<file path="config.mk">
export PLATFORM = sky130hd
export DESIGN_NAME = tlb
export DESIGN_NICKNAME = d
export VERILOG_FILES = /design/src/tlb_pkg.sv /design/src/tlb_write_ctrl.sv /design/src/tlb_slot.sv /design/src/tlb_lookup.sv /design/src/tlb.sv
export SDC_FILE = /design/constraint.sdc
export NUM_CORES = 2
export LEC_CHECK = 0
export CORE_ASPECT_RATIO = 2
export CORE_UTILIZATION = 45
export CTS_BUF_LIST = sky130_fd_sc_hd__clkbuf_4 sky130_fd_sc_hd__clkbuf_8
export DETAILED_ROUTE_END_ITERATION = 6
export DONT_BUFFER_PORTS = 1
export SYNTH_ARGS = -nofsm -noshare
export SYNTH_HDL_FRONTEND = slang
export SYNTH_SLANG_ARGS = --single-unit
</file>
<file path="constraint.sdc">
create_clock -name clk -period 3.2 [get_ports clk]
set_clock_uncertainty 0.2 [all_clocks]
set_input_delay 0.16 -clock clk [delete_from_list [all_inputs] [get_ports clk]]
set_output_delay 0.16 -clock clk [all_outputs]
set_load 0.01 [all_outputs]
</file>
<file path="src/tlb_pkg.sv">
`default_nettype none

package tlb_pkg;

    // number of joint entries, each covering an even/odd page pair
    localparam int TLB_NUM   = 16;
    localparam int TLB_IDX_W = 4;

    // tag field widths
    localparam int VPN2_W = 19;
    localparam int ASID_W = 8;

    // physical frame and cache attribute widths
    localparam int PFN_W = 20;
    localparam int C_W   = 3;

    typedef logic [TLB_IDX_W-1:0] tlb_index_t;

    // top index, where Random restarts
    localparam tlb_index_t TLB_TOP_INDEX = tlb_index_t'(TLB_NUM - 1);

    // one stored entry, 78 bits
    // tag part first, then even page, then odd page
    typedef struct packed {
        logic [VPN2_W-1:0] vpn2;
        logic [ASID_W-1:0] asid;
        // global page, asid ignored on compare
        logic              g;
        // even page half
        logic [PFN_W-1:0]  pfn0;
        logic [C_W-1:0]    c0;
        logic              d0;
        logic              v0;
        // odd page half
        logic [PFN_W-1:0]  pfn1;
        logic [C_W-1:0]    c1;
        logic              d1;
        logic              v1;
    } tlb_entry_t;

    // lookup answer for one port, 30 bits
    typedef struct packed {
        // any entry hit
        logic             found;
        // lowest hitting entry, zero on a miss
        tlb_index_t       index;
        // page half picked by odd_page
        logic [PFN_W-1:0] pfn;
        logic [C_W-1:0]   c;
        logic             d;
        logic             v;
    } tlb_search_t;

endpackage

`default_nettype wire

</file>
<file path="src/tlb_write_ctrl.sv">
`timescale 1ns/1ps
`default_nettype none

module tlb_write_ctrl (
    input  wire logic                       clk,
    input  wire logic                       resetn,

    // write strobe from TLBWI / TLBWR
    input  wire logic                       i_we,
    input  wire logic                       i_w_random,
    input  wire tlb_pkg::tlb_index_t        i_w_index,
    input  wire tlb_pkg::tlb_entry_t        i_w_entry,

    // Wired register write
    input  wire logic                       i_wired_we,
    input  wire tlb_pkg::tlb_index_t        i_wired,

    output logic [tlb_pkg::TLB_NUM-1:0]     o_slot_we,
    output tlb_pkg::tlb_entry_t             o_w_entry,
    output tlb_pkg::tlb_index_t             o_random
);

    import tlb_pkg::*;

    // lower bound of the random range
    tlb_index_t wired_q;
    // free-running replacement pointer
    tlb_index_t random_q;
    // slot picked for this cycle's write
    tlb_index_t w_target;

    // Wired and Random registers
    always_ff @(posedge clk) begin
        if (resetn) begin
            wired_q  <= '0;
            random_q <= TLB_TOP_INDEX;
        end else if (i_wired_we) begin
            // new boundary, restart the count from the top
            wired_q  <= i_wired;
            random_q <= TLB_TOP_INDEX;
        end else if (random_q <= wired_q) begin
            // reached the boundary, wrap back to 15
            // wired of 15 keeps random parked at 15
            random_q <= TLB_TOP_INDEX;
        end else begin
            random_q <= random_q - 1'b1;
        end
    end

    // TLBWR takes Random, TLBWI takes the given index
    assign w_target = i_w_random ? random_q : i_w_index;

    // one-hot strobe, one bit per slot
    always_comb begin
        o_slot_we = '0;
        if (i_we) begin
            o_slot_we[w_target] = 1'b1;
        end
    end

    // same write data fans out to every slot
    assign o_w_entry = i_w_entry;

    // architectural Random value
    assign o_random = random_q;

endmodule

`default_nettype wire

</file>
<file path="src/tlb_slot.sv">
`timescale 1ns/1ps
`default_nettype none

module tlb_slot (
    input  wire logic                       clk,
    input  wire logic                       resetn,

    // this slot's own strobe and shared write data
    input  wire logic                       i_we,
    input  wire tlb_pkg::tlb_entry_t        i_w_entry,

    // instruction lookup tag
    input  wire logic [tlb_pkg::VPN2_W-1:0] i_i_vpn2,
    input  wire logic [tlb_pkg::ASID_W-1:0] i_i_asid,

    // data lookup tag
    input  wire logic [tlb_pkg::VPN2_W-1:0] i_d_vpn2,
    input  wire logic [tlb_pkg::ASID_W-1:0] i_d_asid,

    output tlb_pkg::tlb_entry_t             o_entry,
    output logic                            o_i_match,
    output logic                            o_d_match
);

    import tlb_pkg::*;

    // stored entry
    tlb_entry_t entry_q;

    // per-port tag compare terms
    logic i_vpn_eq;
    logic i_asid_ok;
    logic d_vpn_eq;
    logic d_asid_ok;

    // cleared on reset, loaded on strobe
    // new contents show up the cycle after the edge
    always_ff @(posedge clk) begin
        if (resetn) begin
            entry_q <= '0;
        end else if (i_we) begin
            entry_q <= i_w_entry;
        end
    end

    // instruction port compare
    assign i_vpn_eq  = (i_i_vpn2 == entry_q.vpn2);
    // global pages hit under any asid
    assign i_asid_ok = (i_i_asid == entry_q.asid) || entry_q.g;
    assign o_i_match = i_vpn_eq && i_asid_ok;

    // data port compare, same rule
    assign d_vpn_eq  = (i_d_vpn2 == entry_q.vpn2);
    assign d_asid_ok = (i_d_asid == entry_q.asid) || entry_q.g;
    assign o_d_match = d_vpn_eq && d_asid_ok;

    // stored entry out to lookup and read mux
    assign o_entry = entry_q;

endmodule

`default_nettype wire

</file>
<file path="src/tlb_lookup.sv">
`timescale 1ns/1ps
`default_nettype none

module tlb_lookup (
    // all stored entries, index 0 in the low slice
    input  wire tlb_pkg::tlb_entry_t [tlb_pkg::TLB_NUM-1:0] i_entries,

    // per-slot hit vectors
    input  wire logic [tlb_pkg::TLB_NUM-1:0]               i_i_match,
    input  wire logic [tlb_pkg::TLB_NUM-1:0]               i_d_match,

    // page half select per port
    input  wire logic                                      i_i_odd_page,
    input  wire logic                                      i_d_odd_page,

    // TLBR index
    input  wire tlb_pkg::tlb_index_t                       i_r_index,

    output tlb_pkg::tlb_search_t                           o_i_result,
    output tlb_pkg::tlb_search_t                           o_d_result,
    output tlb_pkg::tlb_entry_t                            o_r_entry
);

    import tlb_pkg::*;

    // lowest set bit of a hit vector
    // zero when nothing hits
    function automatic tlb_index_t lowest_index(
        input logic [TLB_NUM-1:0] match
    );
        tlb_index_t idx;
        idx = '0;
        // walk downward so the lowest hit is written last
        for (int k = TLB_NUM - 1; k >= 0; k--) begin
            if (match[k]) begin
                idx = tlb_index_t'(k);
            end
        end
        return idx;
    endfunction

    // build a search answer from the chosen entry
    function automatic tlb_search_t form_result(
        input logic       found,
        input tlb_index_t idx,
        input tlb_entry_t sel,
        input logic       odd
    );
        tlb_search_t res;
        res.found = found;
        res.index = idx;
        if (odd) begin
            // odd page of the pair
            res.pfn = sel.pfn1;
            res.c   = sel.c1;
            res.d   = sel.d1;
            res.v   = sel.v1;
        end else begin
            // even page of the pair
            res.pfn = sel.pfn0;
            res.c   = sel.c0;
            res.d   = sel.d0;
            res.v   = sel.v0;
        end
        return res;
    endfunction

    // instruction port state
    logic       i_found;
    tlb_index_t i_index;
    tlb_entry_t i_sel;

    // data port state
    logic       d_found;
    tlb_index_t d_index;
    tlb_entry_t d_sel;

    // hit if any slot matched
    assign i_found = |i_i_match;
    assign d_found = |i_d_match;

    // lowest index wins on multiple hits
    assign i_index = lowest_index(i_i_match);
    assign d_index = lowest_index(i_d_match);

    // a miss leaves index 0, so entry 0 feeds the fields
    assign i_sel = i_entries[i_index];
    assign d_sel = i_entries[d_index];

    // even/odd half selection per port
    assign o_i_result = form_result(i_found, i_index, i_sel, i_i_odd_page);
    assign o_d_result = form_result(d_found, d_index, d_sel, i_d_odd_page);

    // TLBR read mux
    assign o_r_entry = i_entries[i_r_index];

endmodule

`default_nettype wire

</file>
<file path="src/tlb.sv">
`timescale 1ns/1ps
`default_nettype none

module tlb (
    input  wire logic                       clk,
    input  wire logic                       resetn,

    // instruction fetch lookup
    input  wire logic [tlb_pkg::VPN2_W-1:0] i_i_vpn2,
    input  wire logic                       i_i_odd_page,
    input  wire logic [tlb_pkg::ASID_W-1:0] i_i_asid,
    output tlb_pkg::tlb_search_t            o_i_result,

    // data lookup
    input  wire logic [tlb_pkg::VPN2_W-1:0] i_d_vpn2,
    input  wire logic                       i_d_odd_page,
    input  wire logic [tlb_pkg::ASID_W-1:0] i_d_asid,
    output tlb_pkg::tlb_search_t            o_d_result,

    // TLBR
    input  wire tlb_pkg::tlb_index_t        i_r_index,
    output tlb_pkg::tlb_entry_t             o_r_entry,

    // TLBWI / TLBWR
    input  wire logic                       i_we,
    input  wire logic                       i_w_random,
    input  wire tlb_pkg::tlb_index_t        i_w_index,
    input  wire tlb_pkg::tlb_entry_t        i_w_entry,

    // Wired register
    input  wire logic                       i_wired_we,
    input  wire tlb_pkg::tlb_index_t        i_wired,

    // current Random register
    output tlb_pkg::tlb_index_t             o_random
);

    import tlb_pkg::*;

    // one-hot write strobe and shared write data
    logic [TLB_NUM-1:0]        slot_we;
    tlb_entry_t                w_entry;

    // stored entries and per-port hit vectors
    tlb_entry_t [TLB_NUM-1:0]  entries;
    logic [TLB_NUM-1:0]        i_match;
    logic [TLB_NUM-1:0]        d_match;

    // Wired/Random and write decode
    tlb_write_ctrl u_write_ctrl (
        .clk        (clk),
        .resetn     (resetn),
        .i_we       (i_we),
        .i_w_random (i_w_random),
        .i_w_index  (i_w_index),
        .i_w_entry  (i_w_entry),
        .i_wired_we (i_wired_we),
        .i_wired    (i_wired),
        .o_slot_we  (slot_we),
        .o_w_entry  (w_entry),
        .o_random   (o_random)
    );

    // storage plus comparators, one per entry
    for (genvar n = 0; n < TLB_NUM; n++) begin : g_slot
        tlb_slot u_slot (
            .clk       (clk),
            .resetn    (resetn),
            .i_we      (slot_we[n]),
            .i_w_entry (w_entry),
            .i_i_vpn2  (i_i_vpn2),
            .i_i_asid  (i_i_asid),
            .i_d_vpn2  (i_d_vpn2),
            .i_d_asid  (i_d_asid),
            .o_entry   (entries[n]),
            .o_i_match (i_match[n]),
            .o_d_match (d_match[n])
        );
    end

    // priority encode, page half select, read mux
    tlb_lookup u_lookup (
        .i_entries    (entries),
        .i_i_match    (i_match),
        .i_d_match    (d_match),
        .i_i_odd_page (i_i_odd_page),
        .i_d_odd_page (i_d_odd_page),
        .i_r_index    (i_r_index),
        .o_i_result   (o_i_result),
        .o_d_result   (o_d_result),
        .o_r_entry    (o_r_entry)
    );

endmodule

`default_nettype wire

</file>
==> results.json, run 1 <==
{
  "synth_edf_count": 0,
  "synth-seq-cells": 1256,
  "ys_seq_area_share_pct": 32.4,
  "synth_top_cells_by_area": "dfxtp_1 32%, nand2_1 16%, mux4_2 11%, xor2_1 8.7%, a21oi_1 8.6%",
  "chipHeight_um": 589,
  "rows": 215,
  "cts.sinks": 1256,
  "cts-htree-levels": 4,
  "clockBufferDepth": 4,
  "cts_inserted_buffers": 201,
  "ys_async_sr_fraction_pct": 0,
  "postGrtWorstEndpoint": "o_d_result[9]",
  "failing_step": "global routing",
  "yosys.area.top_type": "dfxtp_1",
  "yosys.area.top_type_share_pct": 32.4,
  "hpwlAfterDp_mm": 311,
  "io_pins": 293,
  "status": "aborted with a tool error",
  "gp_congestion": 1.11,
  "place_ws_ns": -2.00,
  "fp.dieW_um": 296,
  "synth.yosys.warnings": 0,
  "worst-ep-kind": "output port",
  "netlist_area_um2": 77600,
  "netlist_instances": 9963,
  "toolErrorMsg": "[ERROR GRT-0232] Routing congestion too high. Check the congestion heatmap in the GUI.",
  "grt_max_degree": 1254,
  "ys.flop_type": "dfxtp_1",
  "grt.overflow.total": 3,
  "syn_nets": 10100,
  "portBuffers": 0,
  "initial_core_util_pct": 45.3,
  "yosys.cell_types.count": 68,
  "placedInstanceArea_um2": 89100,
  "avgSynthCellArea_um2": 7.79,
  "grtUsageTotal_pct": 60.1,
  "clock_tree.root_cell": "clkbuf_8"
}
==> cell usage after synthesis (5+ instances only) <==
library cell  instances
mux2i_1             277
o32ai_1              25
inv_1                10
ha_1                  5
a31oi_1             147
nand4_1              74
nor3_1              125
buf_6                 6
o22a_1               24
nand3_1             186
and2_1               33
nor4_1              208
dfxtp_1            1256
nand2b_1             11
mux4_2              390
a21oi_1            1336
o21a_1                5
a221oi_2             22
or4_1                29
o21ai_0              30
nand2_1            3334
xnor2_1              98
buf_2               166
a221oi_1             49
nor2b_1               7
a41o_1               24
buf_1                68
clkbuf_1            738
a211oi_1             54
o2111ai_1            25
or2_2                 7
a311oi_1             27
buf_4                49
nor2_1               70
o22ai_1              48
and3_1              124
o21ai_1               6
xor2_1              768
mux2_2               49
==> cell families after synthesis <==
family	after synthesis	share of synthesized area, %
compound gates	1856	13.9
xor+xnor	866	9.77
fa+ha+maj	5	0.0806
buf+inv	1040	5.59
flops	1256	32.4
mux	716	15.6
simple gates	4224	22.7
==> routing by layer <==
metal,track usage (%),overflow
met5,8.80,0
met4,64.5,2
met3,35.6,0
met2,82.1,1
met1,59.5,0
==> metrics by stage <==
step | std cells | util, % | hold slack (ns) | TNS, ns
floorplan | 9963 | - | 0.107 | -8.56
detailed placement | 12500 | 52.0 | 0.103 | -87.38
CTS | 13700 | 61.0 | -0.897 | -121.62
global placement | 12500 | 52.0 | 0.0970 | -87.84
==> what timing repair did <==
item	4_1_cts
resized for setup	521
cloned	26
hold buffers	630
endpoints found under the setup margin	61
pin swaps	182
endpoints found under the hold margin	1256
setup buffers	144
==> run 2: changes to the inputs <==
CORE_ASPECT_RATIO = unset   (was 2)
CORE_UTILIZATION = 30   (was 45)
CTS_BUF_LIST = unset   (was sky130_fd_sc_hd__clkbuf_4 sky130_fd_sc_hd__clkbuf_8)
PLACE_DENSITY_LB_ADDON = 0.15   (was unset)
clock period = 4.15 ns   (was 3.2 ns; I/O delays follow)
==> run 2 against run 1 <==
Synthesized cell count unchanged; area after synthesis stayed put; the flow now finishes, with violations (slew limit, setup timing).
==> results.json, run 2 <==
{
  "status": "finished, violations left",
  "violations": "slew limit, setup timing",
  "cts.sinks": 1256,
  "p_int_mw": 22.1,
  "r2r_cells": 9,
  "setup_tns_ns": -65.20,
  "synth.yosys.warnings": 0,
  "timing.fmax_mhz": 177,
  "multiInputGateArea_um2": 51300,
  "finalCriticalPeriod_ns": 5.65,
  "grt_pass1_wl_mm": 623,
  "gp_congestion": 0.976,
  "cp-start-kind": "flop",
  "initial_core_util_pct": 30.2,
  "coreArea_um2": 257000,
  "clock_tree.root_cell": "clkbuf_16",
  "stdcell_count": 14200,
  "finalHoldViolations": 0,
  "routed_wl_mm": 455,
  "netlist_instances": 9963,
  "clock_latency_ns": 0.84,
  "p_leak_nw": 39.2,
  "route.detailed.drc": 0,
  "first_global_vias": 78500,
  "cts_tree": "built",
  "antenna_left": 0,
  "dr_total_vias": 83900,
  "final_cell_mix": "3302 x nand2_1, 1325 x a21oi_1, 1238 x dfxtp_1",
  "num-fill-cells": 25800,
  "grt.overflow.total": 0,
  "nets": 10800,
  "synth_top_cells_by_area": "dfxtp_1 32%, nand2_1 16%, mux4_2 11%, xor2_1 8.7%, a21oi_1 8.6%",
  "relSlewSlack_pct": -3.93,
  "dr.pass1.iters": 6,
  "ir_worst_vdd_mv": 0.458,
  "avgSynthCellArea_um2": 7.79,
  "grt_max_degree": 323,
  "rsz0062_at_grt": "yes",
  "final_common_cell": "nand2_1",
  "dieArea_um2": 261000,
  "clockBufferDepth": 3,
  "cap_violations": 0,
  "grtUsageTotal_pct": 33.5,
  "yosys.area.top_type": "dfxtp_1",
  "rows": 186,
  "worstPathArrival_ns": 5.24,
  "ys_async_sr_fraction_pct": 0,
  "synth_commonest_cells": "3334 x nand2_1, 1336 x a21oi_1, 1256 x dfxtp_1",
  "register_area_um2": 25200,
  "power.density_nw_per_um2": 295,
  "chipHeight_um": 511,
  "ys.flop_type": "dfxtp_1",
  "p_sw_mw": 8.04,
  "critPathRequiredTime_ns": 3.74,
  "slew_violations": 64,
  "synth_edf_count": 0,
  "comb_power_share_pct": 8.7,
  "hold_path_class": "in2reg",
  "yosys.cell_types.count": 68,
  "fp.dieW_um": 511,
  "tightest_slew_ns": 1.56,
  "syn_to_final_growth_pct": 31.7,
  "grt_antenna_before_repair": 45,
  "synth-seq-cells": 1256,
  "drtIter0Drc": 11500,
  "holdPathStages": 5,
  "crit_type": "reg2out",
  "netlist_area_um2": 77600,
  "vias_per_cell": 5.91,
  "pwr-share-clk_pct": 50.2,
  "path_clk_slew_ns": 0.06,
  "cts-htree-levels": 4,
  "cp-end-kind": "output pin",
  "dp.cells": 13500,
  "setup_ws_ns": -1.50,
  "cts_inserted_buffers": 161,
  "io_pins": 293,
  "ys_seq_area_share_pct": 32.4,
  "largest_reg_flops": 1248,
  "yosys.cell_count.top_type": "nand2_1",
  "portBuffers": 0,
  "swShare_pct": 26.7,
  "wl_per_cell_um": 32.1,
  "yosys.area.top_type_share_pct": 32.4,
  "syn_nets": 10100,
  "critPathMaxFanout": 8,
  "pwr-share-seq_pct": 41.1,
  "setup_violations": 51,
  "min_period_over_period_pct": 136,
  "drive_gt1_share_pct": 24.5,
  "hpwlAfterDp_mm": 284
}
## run 2: final timing paths
kind                                              from                                   endpoint  slack, ns
max          g_slot[5].u_slot.o_entry[70]$_SDFFE_PP0P_                             o_d_result[11]      -1.50
min                                       i_w_index[0]  g_slot[9].u_slot.o_entry[22]$_SDFFE_PP0P_       0.08
max reg2reg        u_write_ctrl.o_random[2]$_SDFF_PP1_  g_slot[1].u_slot.o_entry[51]$_SDFFE_PP0P_       0.43
min reg2reg  g_slot[3].u_slot.o_entry[17]$_SDFFE_PP0P_  g_slot[3].u_slot.o_entry[17]$_SDFFE_PP0P_       0.29
## run 2: per-layer routing
layer / global-route usage [%] / vias up / wire (um)
met2: 50.9 / 5179 / 197000
met1: 44.2 / 41600 / 182000
met4: 17.0 / 31 / 27700
met5: 0 / - / 238
met3: 7.75 / 1284 / 48500
li1: - / 35800 / -
## run 2: area by class of cell
class,count,area share [%]
diodes,21,0.0514
clock buffers,217,4.56
clock inverters,69,0.838
inverters,13,0.102
multi-input cells,7667,50.2
flip-flops and latches,1256,24.6
well taps,3384,4.14
repair buffers,1557,15.5
repair inverters,1,0.0110
## run 2: critical path: stages (launching register included)
cell	delay, ns
dfxtp_2	0.32
xor2_1	0.15
nor4_1	0.32
buf_4	0.20
nand2_8	0.07
or4_4	0.55
a2111oi_4	0.35
a21boi_4	0.26
buf_4	0.14
a21oi_4	0.05
buf_12	0.17
buf_16	0.16
buf_12	0.14
nor2_4	0.12
buf_6	0.13
buf_12	0.15
buf_12	0.14
buf_4	0.13
nand2_1	0.06
o2111ai_2	0.12
nand4_1	0.23
nor2_4	0.25
buf_6	0.14
## run 2: logic make-up after synthesis
family | count (synthesis) | share of synthesized area (%)
simple gates | 4224 | 22.7
xor+xnor | 866 | 9.77
mux | 716 | 15.6
flops | 1256 | 32.4
fa+ha+maj | 5 | 0.0806
compound gates | 1856 | 13.9
buf+inv | 1040 | 5.59
## run 2: metrics by stage
step / hold WS [ns] / util, % / area (um^2) / setup slack [ns] / power, mW
after floorplan: 0.155 / - / 77600 / 0.426 / 14.3
after global placement: 0.0820 / 34.6 / 89000 / -1.26 / 14.7
after detailed placement: 0.0844 / 34.6 / 89000 / -1.23 / 14.7
after CTS: 0.0205 / 38.8 / 99600 / -1.54 / 30.1
after global routing: 0.0939 / 39.8 / 102000 / -1.63 / 30.8
final: 0.0774 / 39.8 / 102000 / -1.50 / 30.1
## run 2: power groups by stage
stage | logic [mW] | clock network [mW] | registers (mW)
detailed placement | 2.08 | 0 | 12.6
global placement | 2.08 | 0 | 12.6
global route | 2.71 | 15.7 | 12.4
floorplan | 1.68 | 0 | 12.6
finish | 2.64 | 15.1 | 12.4
CTS | 2.52 | 15.2 | 12.4
## run 2: timing repair
item | 4_1_cts | 5_1_grt
pin swaps | 206 | 177
endpoints found under the setup margin | 58 | 56
buffers inserted | 126 | 127
hold endpoints to repair | 1256 | 0
cloned | 21 | 13
gates resized for setup | 509 | 317
hold buffers | 107 | 0
Power figures use the tool's default switching activity.
